**src/battle_pkg.sv**
```systemverilog
`default_nettype none

package battle_pkg;

	localparam int X_BITS = 9;
	localparam int Y_BITS = 8;
	localparam int COLOUR_BITS = 3;

	typedef logic [X_BITS-1:0] coord_x_t;
	typedef logic [Y_BITS-1:0] coord_y_t;
	typedef logic [COLOUR_BITS-1:0] colour_t;

	typedef struct packed {
		coord_x_t x;
		coord_y_t y;
		colour_t colour;
	} pixel_t;

	typedef struct packed {
		coord_x_t x;
		coord_y_t y;
		coord_x_t width;
		coord_y_t height;
		colour_t colour;
	} rect_t;

	typedef enum logic [2:0] {
		EL_PLAYER, EL_ENEMY_HP, EL_PLAYER_HP, EL_RIVAL,
		EL_TRAINER, EL_MENU, EL_ENEMY, EL_HP_COLUMN
	} element_e;

	typedef enum logic [4:0] {
		S_RESET,
		S_DRAW_PLAYER, S_DRAW_ENEMY_HP, S_DRAW_PLAYER_HP, S_DRAW_RIVAL,
		S_DRAW_TRAINER, S_DRAW_MENU, S_DRAW_ENEMY,
		S_IDLE,
		S_ERASE_PLAYER, S_MOVE, S_DRAW_ATTACK, S_WAIT_FRAME, S_ERASE_LAST, S_DRAW_HOME,
		S_HIT, S_ERASE_HP, S_NEXT_HP,
		S_GAME_OVER
	} state_e;

	localparam colour_t ERASE_COLOUR = 3'd7; // white
	localparam int HP_MAX = 10; // one bar column per point
	localparam int ATTACK_DAMAGE = 3;
	localparam int ATTACK_FRAMES = 3;
	localparam int ATTACK_STEP = 4;
	localparam int TICK_CYCLES = 8;
	localparam int FRAME_TICKS = 4;

	typedef logic [$clog2(HP_MAX + 1) - 1:0] hp_t;
	typedef logic [$clog2(ATTACK_FRAMES + 1) - 1:0] attack_count_t;
	typedef logic [$clog2(TICK_CYCLES) - 1:0] tick_count_t;
	typedef logic [$clog2(FRAME_TICKS) - 1:0] frame_tick_t;

	// scene geometry as plain rectangles
	function automatic rect_t element_rect(element_e element);
		rect_t rect;
		case (element)
			EL_PLAYER: rect = '{x: 9'd40, y: 8'd120, width: 9'd12, height: 8'd10, colour: 3'd2};
			EL_ENEMY_HP: rect = '{x: 9'd20, y: 8'd20, width: 9'd10, height: 8'd4, colour: 3'd4};
			EL_PLAYER_HP: rect = '{x: 9'd200, y: 8'd150, width: 9'd10, height: 8'd4, colour: 3'd4};
			EL_RIVAL: rect = '{x: 9'd250, y: 8'd40, width: 9'd16, height: 8'd12, colour: 3'd5};
			EL_TRAINER: rect = '{x: 9'd5, y: 8'd200, width: 9'd12, height: 8'd16, colour: 3'd1};
			EL_MENU: rect = '{x: 9'd130, y: 8'd200, width: 9'd40, height: 8'd20, colour: 3'd6};
			EL_ENEMY: rect = '{x: 9'd220, y: 8'd40, width: 9'd14, height: 8'd12, colour: 3'd3};
			// leftmost enemy bar column that the caller shifts
			EL_HP_COLUMN:
				rect = '{x: 9'd20, y: 8'd20, width: 9'd1, height: 8'd4, colour: ERASE_COLOUR};
		endcase
		return rect;
	endfunction

endpackage

`default_nettype wire
```
**src/battle_top.sv**
```systemverilog
`timescale 1ns/10ps
`default_nettype none

module battle_top (
	input wire clock,
	input wire reset,
	input wire quick_attack,
	output logic plot,
	output battle_pkg::pixel_t pixel,
	output logic game_over
);

	logic draw_start;
	battle_pkg::element_e draw_element;
	logic draw_erase;
	battle_pkg::coord_x_t draw_offset;
	logic draw_done;
	logic frame_enable;
	logic frame_done;
	logic hit;
	logic hp_step;
	battle_pkg::hp_t hp;
	logic damage_left;

	battle_control u_control (.*);

	sprite_plotter u_plotter (.*);

	frame_timer u_timer (.*);

	hp_tracker u_hp (.*);

endmodule

`default_nettype wire

```
**src/hp_tracker.sv**
```systemverilog
`timescale 1ns/10ps
`default_nettype none

module hp_tracker (
	input wire clock,
	input wire reset,
	input wire hit,
	input wire hp_step,
	output battle_pkg::hp_t hp,
	output logic damage_left,
	output logic game_over
);

	battle_pkg::hp_t pending;
	battle_pkg::hp_t damage;

	// never more damage than hp left
	assign damage = (hp < battle_pkg::hp_t'(battle_pkg::ATTACK_DAMAGE))
		? hp : battle_pkg::hp_t'(battle_pkg::ATTACK_DAMAGE);
	assign damage_left = pending != '0;

	always_ff @(posedge clock)
	begin
		if (!reset)
		begin
			hp <= battle_pkg::hp_t'(battle_pkg::HP_MAX);
			pending <= '0;
			game_over <= 1'b0;
		end
		else
		begin
			if (hit)
				pending <= damage;
			else if (hp_step && damage_left)
			begin
				hp <= hp - 1'b1;
				pending <= pending - 1'b1;
			end
			if (hp == '0)
				game_over <= 1'b1; // sticky
		end
	end

endmodule

`default_nettype wire

```
**src/frame_timer.sv**
```systemverilog
`timescale 1ns/10ps
`default_nettype none

module frame_timer (
	input wire clock,
	input wire reset,
	input wire frame_enable,
	output logic frame_done
);

	battle_pkg::tick_count_t prescale;
	battle_pkg::frame_tick_t ticks;
	logic tick_end;
	logic frame_end;

	assign tick_end = prescale == battle_pkg::tick_count_t'(battle_pkg::TICK_CYCLES - 1);
	assign frame_end = tick_end
		&& (ticks == battle_pkg::frame_tick_t'(battle_pkg::FRAME_TICKS - 1));

	always_ff @(posedge clock)
	begin
		if (!reset || !frame_enable)
		begin
			prescale <= '0;
			ticks <= '0;
		end
		else
		begin
			prescale <= tick_end ? '0 : prescale + 1'b1;
			if (tick_end)
				ticks <= frame_end ? '0 : ticks + 1'b1;
		end
	end

	always_ff @(posedge clock)
	begin
		if (!reset)
			frame_done <= 1'b0;
		else
			frame_done <= frame_enable && frame_end; // one cycle per frame
	end

endmodule

`default_nettype wire

```
**src/sprite_plotter.sv**
```systemverilog
`timescale 1ns/10ps
`default_nettype none

module sprite_plotter (
	input wire clock,
	input wire reset,
	input wire draw_start,
	input wire battle_pkg::element_e draw_element,
	input wire draw_erase,
	input wire battle_pkg::coord_x_t draw_offset,
	output logic plot,
	output battle_pkg::pixel_t pixel,
	output logic draw_done
);

	battle_pkg::rect_t rect_q;
	battle_pkg::coord_x_t offset_q;
	logic erase_q;
	battle_pkg::coord_x_t col; // column within the rect
	battle_pkg::coord_y_t row;

	battle_pkg::rect_t src_rect;
	battle_pkg::coord_x_t src_offset;
	logic src_erase;
	battle_pkg::coord_x_t next_col;
	battle_pkg::coord_y_t next_row;
	logic next_last;
	logic emit;

	// first pixel comes straight from the lookup so the scan starts one cycle after start
	always_comb
	begin
		src_rect = draw_start ? battle_pkg::element_rect(draw_element) : rect_q;
		src_offset = draw_start ? draw_offset : offset_q;
		src_erase = draw_start ? draw_erase : erase_q;
		emit = draw_start || (plot && !draw_done);
		if (draw_start)
		begin
			next_col = '0;
			next_row = '0;
		end
		else if (col == rect_q.width - 1'b1)
		begin
			next_col = '0;
			next_row = row + 1'b1;
		end
		else
		begin
			next_col = col + 1'b1;
			next_row = row;
		end
		next_last = (next_col == src_rect.width - 1'b1) && (next_row == src_rect.height - 1'b1);
	end

	always_ff @(posedge clock)
	begin
		if (draw_start)
		begin
			rect_q <= src_rect;
			offset_q <= src_offset;
			erase_q <= src_erase;
		end
		if (emit)
		begin
			col <= next_col;
			row <= next_row;
			pixel.x <= src_rect.x + src_offset + next_col;
			pixel.y <= src_rect.y + next_row;
			pixel.colour <= src_erase ? battle_pkg::ERASE_COLOUR : src_rect.colour;
		end
	end

	always_ff @(posedge clock)
	begin
		if (!reset)
		begin
			plot <= 1'b0;
			draw_done <= 1'b0;
		end
		else
		begin
			plot <= emit;
			draw_done <= emit && next_last;
		end
	end

endmodule

`default_nettype wire

```
**src/battle_control.sv**
```systemverilog
`timescale 1ns/10ps
`default_nettype none

module battle_control (
	input wire clock,
	input wire reset,
	input wire quick_attack,
	input wire draw_done,
	input wire frame_done,
	input wire damage_left,
	input wire game_over,
	input wire battle_pkg::hp_t hp,
	output logic draw_start,
	output battle_pkg::element_e draw_element,
	output logic draw_erase,
	output battle_pkg::coord_x_t draw_offset,
	output logic frame_enable,
	output logic hit,
	output logic hp_step
);

	battle_pkg::state_e state;
	battle_pkg::state_e next_state;
	battle_pkg::attack_count_t frame_count;
	logic starts_draw;

	always_comb
	begin
		next_state = state;
		case (state)
			battle_pkg::S_RESET: next_state = battle_pkg::S_DRAW_PLAYER;
			battle_pkg::S_DRAW_PLAYER:
				if (draw_done)
					next_state = battle_pkg::S_DRAW_ENEMY_HP;
			battle_pkg::S_DRAW_ENEMY_HP:
				if (draw_done)
					next_state = battle_pkg::S_DRAW_PLAYER_HP;
			battle_pkg::S_DRAW_PLAYER_HP:
				if (draw_done)
					next_state = battle_pkg::S_DRAW_RIVAL;
			battle_pkg::S_DRAW_RIVAL:
				if (draw_done)
					next_state = battle_pkg::S_DRAW_TRAINER;
			battle_pkg::S_DRAW_TRAINER:
				if (draw_done)
					next_state = battle_pkg::S_DRAW_MENU;
			battle_pkg::S_DRAW_MENU:
				if (draw_done)
					next_state = battle_pkg::S_DRAW_ENEMY;
			battle_pkg::S_DRAW_ENEMY:
				if (draw_done)
					next_state = battle_pkg::S_IDLE;
			battle_pkg::S_IDLE:
				if (game_over)
					next_state = battle_pkg::S_GAME_OVER;
				else if (quick_attack)
					next_state = battle_pkg::S_ERASE_PLAYER;
			battle_pkg::S_ERASE_PLAYER:
				if (draw_done)
					next_state = battle_pkg::S_MOVE;
			battle_pkg::S_MOVE: next_state = battle_pkg::S_DRAW_ATTACK;
			battle_pkg::S_DRAW_ATTACK:
				if (draw_done)
					next_state = battle_pkg::S_WAIT_FRAME;
			battle_pkg::S_WAIT_FRAME:
				if (frame_done)
				begin
					if (frame_count == battle_pkg::attack_count_t'(battle_pkg::ATTACK_FRAMES))
						next_state = battle_pkg::S_ERASE_LAST;
					else
						next_state = battle_pkg::S_ERASE_PLAYER;
				end
			battle_pkg::S_ERASE_LAST:
				if (draw_done)
					next_state = battle_pkg::S_DRAW_HOME;
			battle_pkg::S_DRAW_HOME:
				if (draw_done)
					next_state = battle_pkg::S_HIT;
			battle_pkg::S_HIT: next_state = battle_pkg::S_NEXT_HP;
			battle_pkg::S_NEXT_HP:
				if (damage_left)
					next_state = battle_pkg::S_ERASE_HP;
				else if (game_over)
					next_state = battle_pkg::S_GAME_OVER;
				else if (hp != '0)
					next_state = battle_pkg::S_IDLE; // at zero hp wait for game_over
			battle_pkg::S_ERASE_HP:
				if (draw_done)
					next_state = battle_pkg::S_NEXT_HP;
			battle_pkg::S_GAME_OVER: next_state = battle_pkg::S_GAME_OVER;
		endcase
		starts_draw = (next_state != state) && (next_state inside {
			battle_pkg::S_DRAW_PLAYER, battle_pkg::S_DRAW_ENEMY_HP, battle_pkg::S_DRAW_PLAYER_HP,
			battle_pkg::S_DRAW_RIVAL, battle_pkg::S_DRAW_TRAINER, battle_pkg::S_DRAW_MENU,
			battle_pkg::S_DRAW_ENEMY, battle_pkg::S_ERASE_PLAYER, battle_pkg::S_DRAW_ATTACK,
			battle_pkg::S_ERASE_LAST, battle_pkg::S_DRAW_HOME, battle_pkg::S_ERASE_HP});
	end

	always_comb
	begin
		case (state)
			battle_pkg::S_DRAW_ENEMY_HP: draw_element = battle_pkg::EL_ENEMY_HP;
			battle_pkg::S_DRAW_PLAYER_HP: draw_element = battle_pkg::EL_PLAYER_HP;
			battle_pkg::S_DRAW_RIVAL: draw_element = battle_pkg::EL_RIVAL;
			battle_pkg::S_DRAW_TRAINER: draw_element = battle_pkg::EL_TRAINER;
			battle_pkg::S_DRAW_MENU: draw_element = battle_pkg::EL_MENU;
			battle_pkg::S_DRAW_ENEMY: draw_element = battle_pkg::EL_ENEMY;
			battle_pkg::S_ERASE_HP: draw_element = battle_pkg::EL_HP_COLUMN;
			default: draw_element = battle_pkg::EL_PLAYER; // scene start and attack frames
		endcase
	end

	assign draw_erase = (state == battle_pkg::S_ERASE_PLAYER) || (state == battle_pkg::S_ERASE_LAST);
	assign frame_enable = state == battle_pkg::S_WAIT_FRAME;
	assign hit = state == battle_pkg::S_HIT;
	assign hp_step = (state == battle_pkg::S_ERASE_HP) && draw_done;

	always_ff @(posedge clock)
	begin
		if (!reset)
		begin
			state <= battle_pkg::S_RESET;
			draw_start <= 1'b0;
			draw_offset <= '0;
			frame_count <= '0;
		end
		else
		begin
			state <= next_state;
			draw_start <= starts_draw;
			case (state)
				battle_pkg::S_IDLE:
				begin
					draw_offset <= '0;
					frame_count <= '0;
				end
				battle_pkg::S_MOVE:
				begin
					draw_offset <= draw_offset + battle_pkg::coord_x_t'(battle_pkg::ATTACK_STEP);
					frame_count <= frame_count + 1'b1;
				end
				battle_pkg::S_ERASE_LAST:
					if (draw_done)
						draw_offset <= '0; // back home
				battle_pkg::S_NEXT_HP:
					draw_offset <= battle_pkg::coord_x_t'(hp) - 1'b1; // rightmost live column
				default: ;
			endcase
		end
	end

endmodule

`default_nettype wire

```
**config.mk**
```make
export PLATFORM = sky130hd
export DESIGN_NAME = battle_top
export DESIGN_NICKNAME = d
export VERILOG_FILES = /design/src/battle_pkg.sv /design/src/battle_top.sv /design/src/hp_tracker.sv /design/src/frame_timer.sv /design/src/sprite_plotter.sv /design/src/battle_control.sv
export SDC_FILE = /design/constraint.sdc
export NUM_CORES = 1
export LEC_CHECK = 0
export BUFFER_PORTS_ARGS = -buffer_cell sky130_fd_sc_hd__buf_2
export CORE_ASPECT_RATIO = 0.9
export CORE_MARGIN = 4
export CORE_UTILIZATION = 57
export DETAILED_ROUTE_END_ITERATION = 12
export PLACE_DENSITY_LB_ADDON = 0.2
export SYNTH_ARGS = -nofsm -noshare
export SYNTH_HDL_FRONTEND = slang
export SYNTH_SLANG_ARGS = --single-unit
```
**constraint.sdc**
```tcl
create_clock -name clock -period 6.05 [get_ports clock]
set_clock_uncertainty 0.1 [all_clocks]
set_input_delay 0.9075 -clock clock [delete_from_list [all_inputs] [get_ports clock]]
set_output_delay 0.9075 -clock clock [all_outputs]
set_load 0.005 [all_outputs]
```
==> impl_metrics.csv <==
group,metric,value,unit
worst_setup_path,worstReg2RegEnd,"u_plotter.pixel[19]",
sta,rsz0062_at_grt,"no",
sta,worst_slew_pin_slew,1.05,ns
clocking,cts_tree,"built",
finish,multi_input_area,4130,sq um
worst_setup_path,r2r_setup_slack,1.01,ns
synthesis,synth_largest_area_cell,"edfxtp_1",
clocking,clockBufferDepth,2,
sta,setup_tns,0,ns
finish,regArea,3210,sq um
worst_setup_path,slowest_delay,0.57,ns
die,initial_core_util,57.9,%
worst_setup_path,cp.depth,18,
synthesis,synth-edff-count,84,
worst_setup_path,critical-path-top-delay-family,"compound AO/OA/AOI/OAI gates",
sta,fmax,198,MHz
run,maxCapViolations,0,
worst_setup_path,critical_path_arrival,5.11,ns
worst_setup_path,r2r_start,"u_plotter.rect_q[11]",
synthesis,avgSynthCellArea,9.51,sq um
power,p_leak,3.33,nW
finish,final_common_cell,"edfxtp_1",
sta,fin_crit_sh,83.3,%
finish,mostFrequentLayoutCells,"edfxtp_1, nor2_1, inv_1",
drt,drt_wl_total,17.9,mm
drt,via_per_inst,6.03,
worst_setup_path,crit_end,"u_plotter.pixel[19]",
finish,drive_gt1_share,11.4,%
synthesis,synthArstFlopShare,0,%
global_route,overflow,0,
power,p_per_area,278,nW/um^2
clocking,cts_root_buf,"clkbuf_16",
worst_setup_path,crit_type,"reg -> reg",
clocking,h-tree-depth,4,
placed_design,portBuffers,24,
synthesis,ys_top_cells_by_area,"edfxtp_1, dfxtp_1, ha_1",
worst_setup_path,start_kind,"flip-flop",
worst_setup_path,path_cells,"inv_1 -> ha_1 -> nor3b_1 -> o211a_1 -> o21ai_1 -> a2111o_1 -> nor2_1 -> nor3_1 -> xor2_1 -> ha_1 -> ha_1 -> a21o_1 -> a21oi_1 -> o21bai_1 -> a21oi_1 -> o21bai_1 -> a21oi_1 -> xnor2_1",
drt,wl_per_cell,17.8,microns
drt,drtIter0Drc,458,
drt,postRouteAntennaNets,0,
synthesis,ys_seq_elements,118,
synthesis,synth_cell_types,79,
global_route,grt_pass1_wl,29.6,mm
global_route,antenna_found_initial,0,
worst_setup_path,cp_max_fo,10,
die,dieArea,15400,sq um
clocking,cts-resized-gates,0,
global_route,grt_max_degree,69,
hold_path,hold_class,"reg -> reg",
drt,drc,0,
hold_path,hp-start,"u_timer.prescale[0]",
sta,setup_viol_count_final,0,
finish,nFillCells,1117,
die,die_h,118,microns
drt,firstDrtPassIters,5,
synthesis,synth_nets,857,
sta,period_needed,5.04,ns
clocking,clk-insertion-delay-late,0.42,ns
worst_setup_path,critical_path_buf_inv_count,1,
die,die-width,131,microns
worst_setup_path,crit_required,6.12,ns
power,irDropWorstVdd,192,uV
synthesis,yosys.area.top_type_share,32.7,%
finish,diodes,0,
global_route,grt_usage,24.1,%
sta,report.final.hold_viol_count,0,
synthesis,netlist_instances,810,
run_status,status,"complete, no violations",
synthesis,ys_seq_area_share,41.6,%
finish,fin_cells,1004,
drt,via_count,6058,
placed_design,dpl.cell_count,972,
placed_design,dp_hpwl,12.8,mm
clocking,cts_hold_buf,0,
worst_setup_path,cp-end-kind,"flip-flop",
clocking,cts.sinks,118,
synthesis,syn_area,7710,sq um
finish,layout.nets,870,
die,ios,25,
worst_setup_path,slowest_stage,"a2111o_1",
clocking,post-cts-setup-buffers,0,
finish,area_delta_synth_final,10.2,%
placed_design,gp_routability_congestion,0.904,
synthesis,yosysWarnings,0,
synthesis,synthFlopType,"edfxtp_1",
clocking,path_clk_slew,0.06,ns
die,row_count,40,
clocking,numCtsBuffers,17,
global_route,grt_pass1_vias,5870,
worst_setup_path,startpoint,"u_plotter.rect_q[11]",
sta,max_slew_margin,29.1,%
sta,report.final.slew_viol_count,0,
worst_setup_path,reg2regPathDepth,18,
die,core-area,13300,sq um
==> Yosys cell counts, types with 12 or more instances <==
master / count
a21o_1: 13
and2_1: 15
mux2_2: 13
dfxtp_1: 34
clkbuf_1: 26
edfxtp_1: 84
xnor2_1: 45
nor4_1: 12
nand2_1: 56
inv_1: 59
a31oi_1: 12
ha_1: 38
nor3_1: 16
o21ai_0: 38
nor2b_1: 21
nor2_1: 69
mux2i_1: 13
nand3_1: 31
xor2_1: 21
a21oi_1: 49
==> logic make-up after synthesis <==
kind of cell	share of synthesized area, %
flip-flops	41.6
AO/OA/AOI/OAI	15.6
AND/OR/NAND/NOR	18.2
buffers and inverters	4.90
adder cells (fa/ha/maj)	7.73
XOR/XNOR	8.39
multiplexers	3.59
==> flip-flops by register name, indices dropped and copies added, names as in the netlist <==
| register | cells |
|---|---|
| u_plotter.pixel | 20 |
| u_control.draw_start | 1 |
| u_control.frame_count | 2 |
| u_plotter.erase_q | 1 |
| u_hp.hp | 4 |
| u_timer.ticks | 2 |
| u_plotter.plot | 1 |
| u_control.draw_offset | 9 |
| u_plotter.col | 9 |
| u_plotter.row | 8 |
| u_control.state | 5 |
| u_timer.prescale | 3 |
| u_plotter.draw_done | 1 |
| u_hp.pending | 4 |
| u_plotter.rect_q | 37 |
| u_timer.frame_done | 1 |
| u_plotter.offset_q | 9 |
| u_hp.game_over | 1 |
==> report_power, final <==
group          internal (W)  leakage, nW  switching [W]  total (W)
sequential         0.000954         1.08      0.0000439   0.000998
clock              0.000532        0.267       0.000399   0.000930
combinational      0.000192         1.98       0.000245   0.000437
==> per-stage QoR <==
step	util [%]	area, sq um	power, W	setup WS (ns)	hold slack (ns)
final	63.8	8490	0.00237	1.01	0.334
after global routing	63.8	8490	0.00247	0.574	0.354
after CTS	63.8	8490	0.00238	1.08	0.337
after detailed placement	59.7	7950	0.00145	1.14	0.328
after global placement	59.7	7950	0.00143	1.29	0.314
after floorplan	-	7710	0.00132	0.411	0.304
==> cell type report <==
cell class	count	share of cell area, %
repair buffers	32	2.12
well taps	168	2.47
multi-input cells	595	48.6
clock inverters	15	1.41
flip-flops and latches	118	37.8
inverters	59	2.61
clock buffers	17	5.01
==> routing by layer <==
| layer | global-route usage [%] | wire length, microns |
|---|---|---|
| met1 | 32.9 | 8270 |
| met2 | 37.6 | 8350 |
| met3 | 5.38 | 814 |
| met4 | 8.48 | 454 |
| met5 | 0 | 0 |
==> how the worst min path moves through the flow <==
| stage | end | slack [ns] | cells past startpoint |
|---|---|---|---|
| floorplan | u_timer.prescale[0] | 0.30 | 1 |
| global placement | u_timer.prescale[0] | 0.31 | 1 |
| detailed placement | u_timer.prescale[0] | 0.33 | 1 |
| CTS | u_timer.prescale[0] | 0.34 | 1 |
| global route | u_timer.prescale[0] | 0.35 | 1 |
| finish | u_timer.prescale[0] | 0.33 | 1 |
No activity file was read; power rests on OpenSTA's default activity.
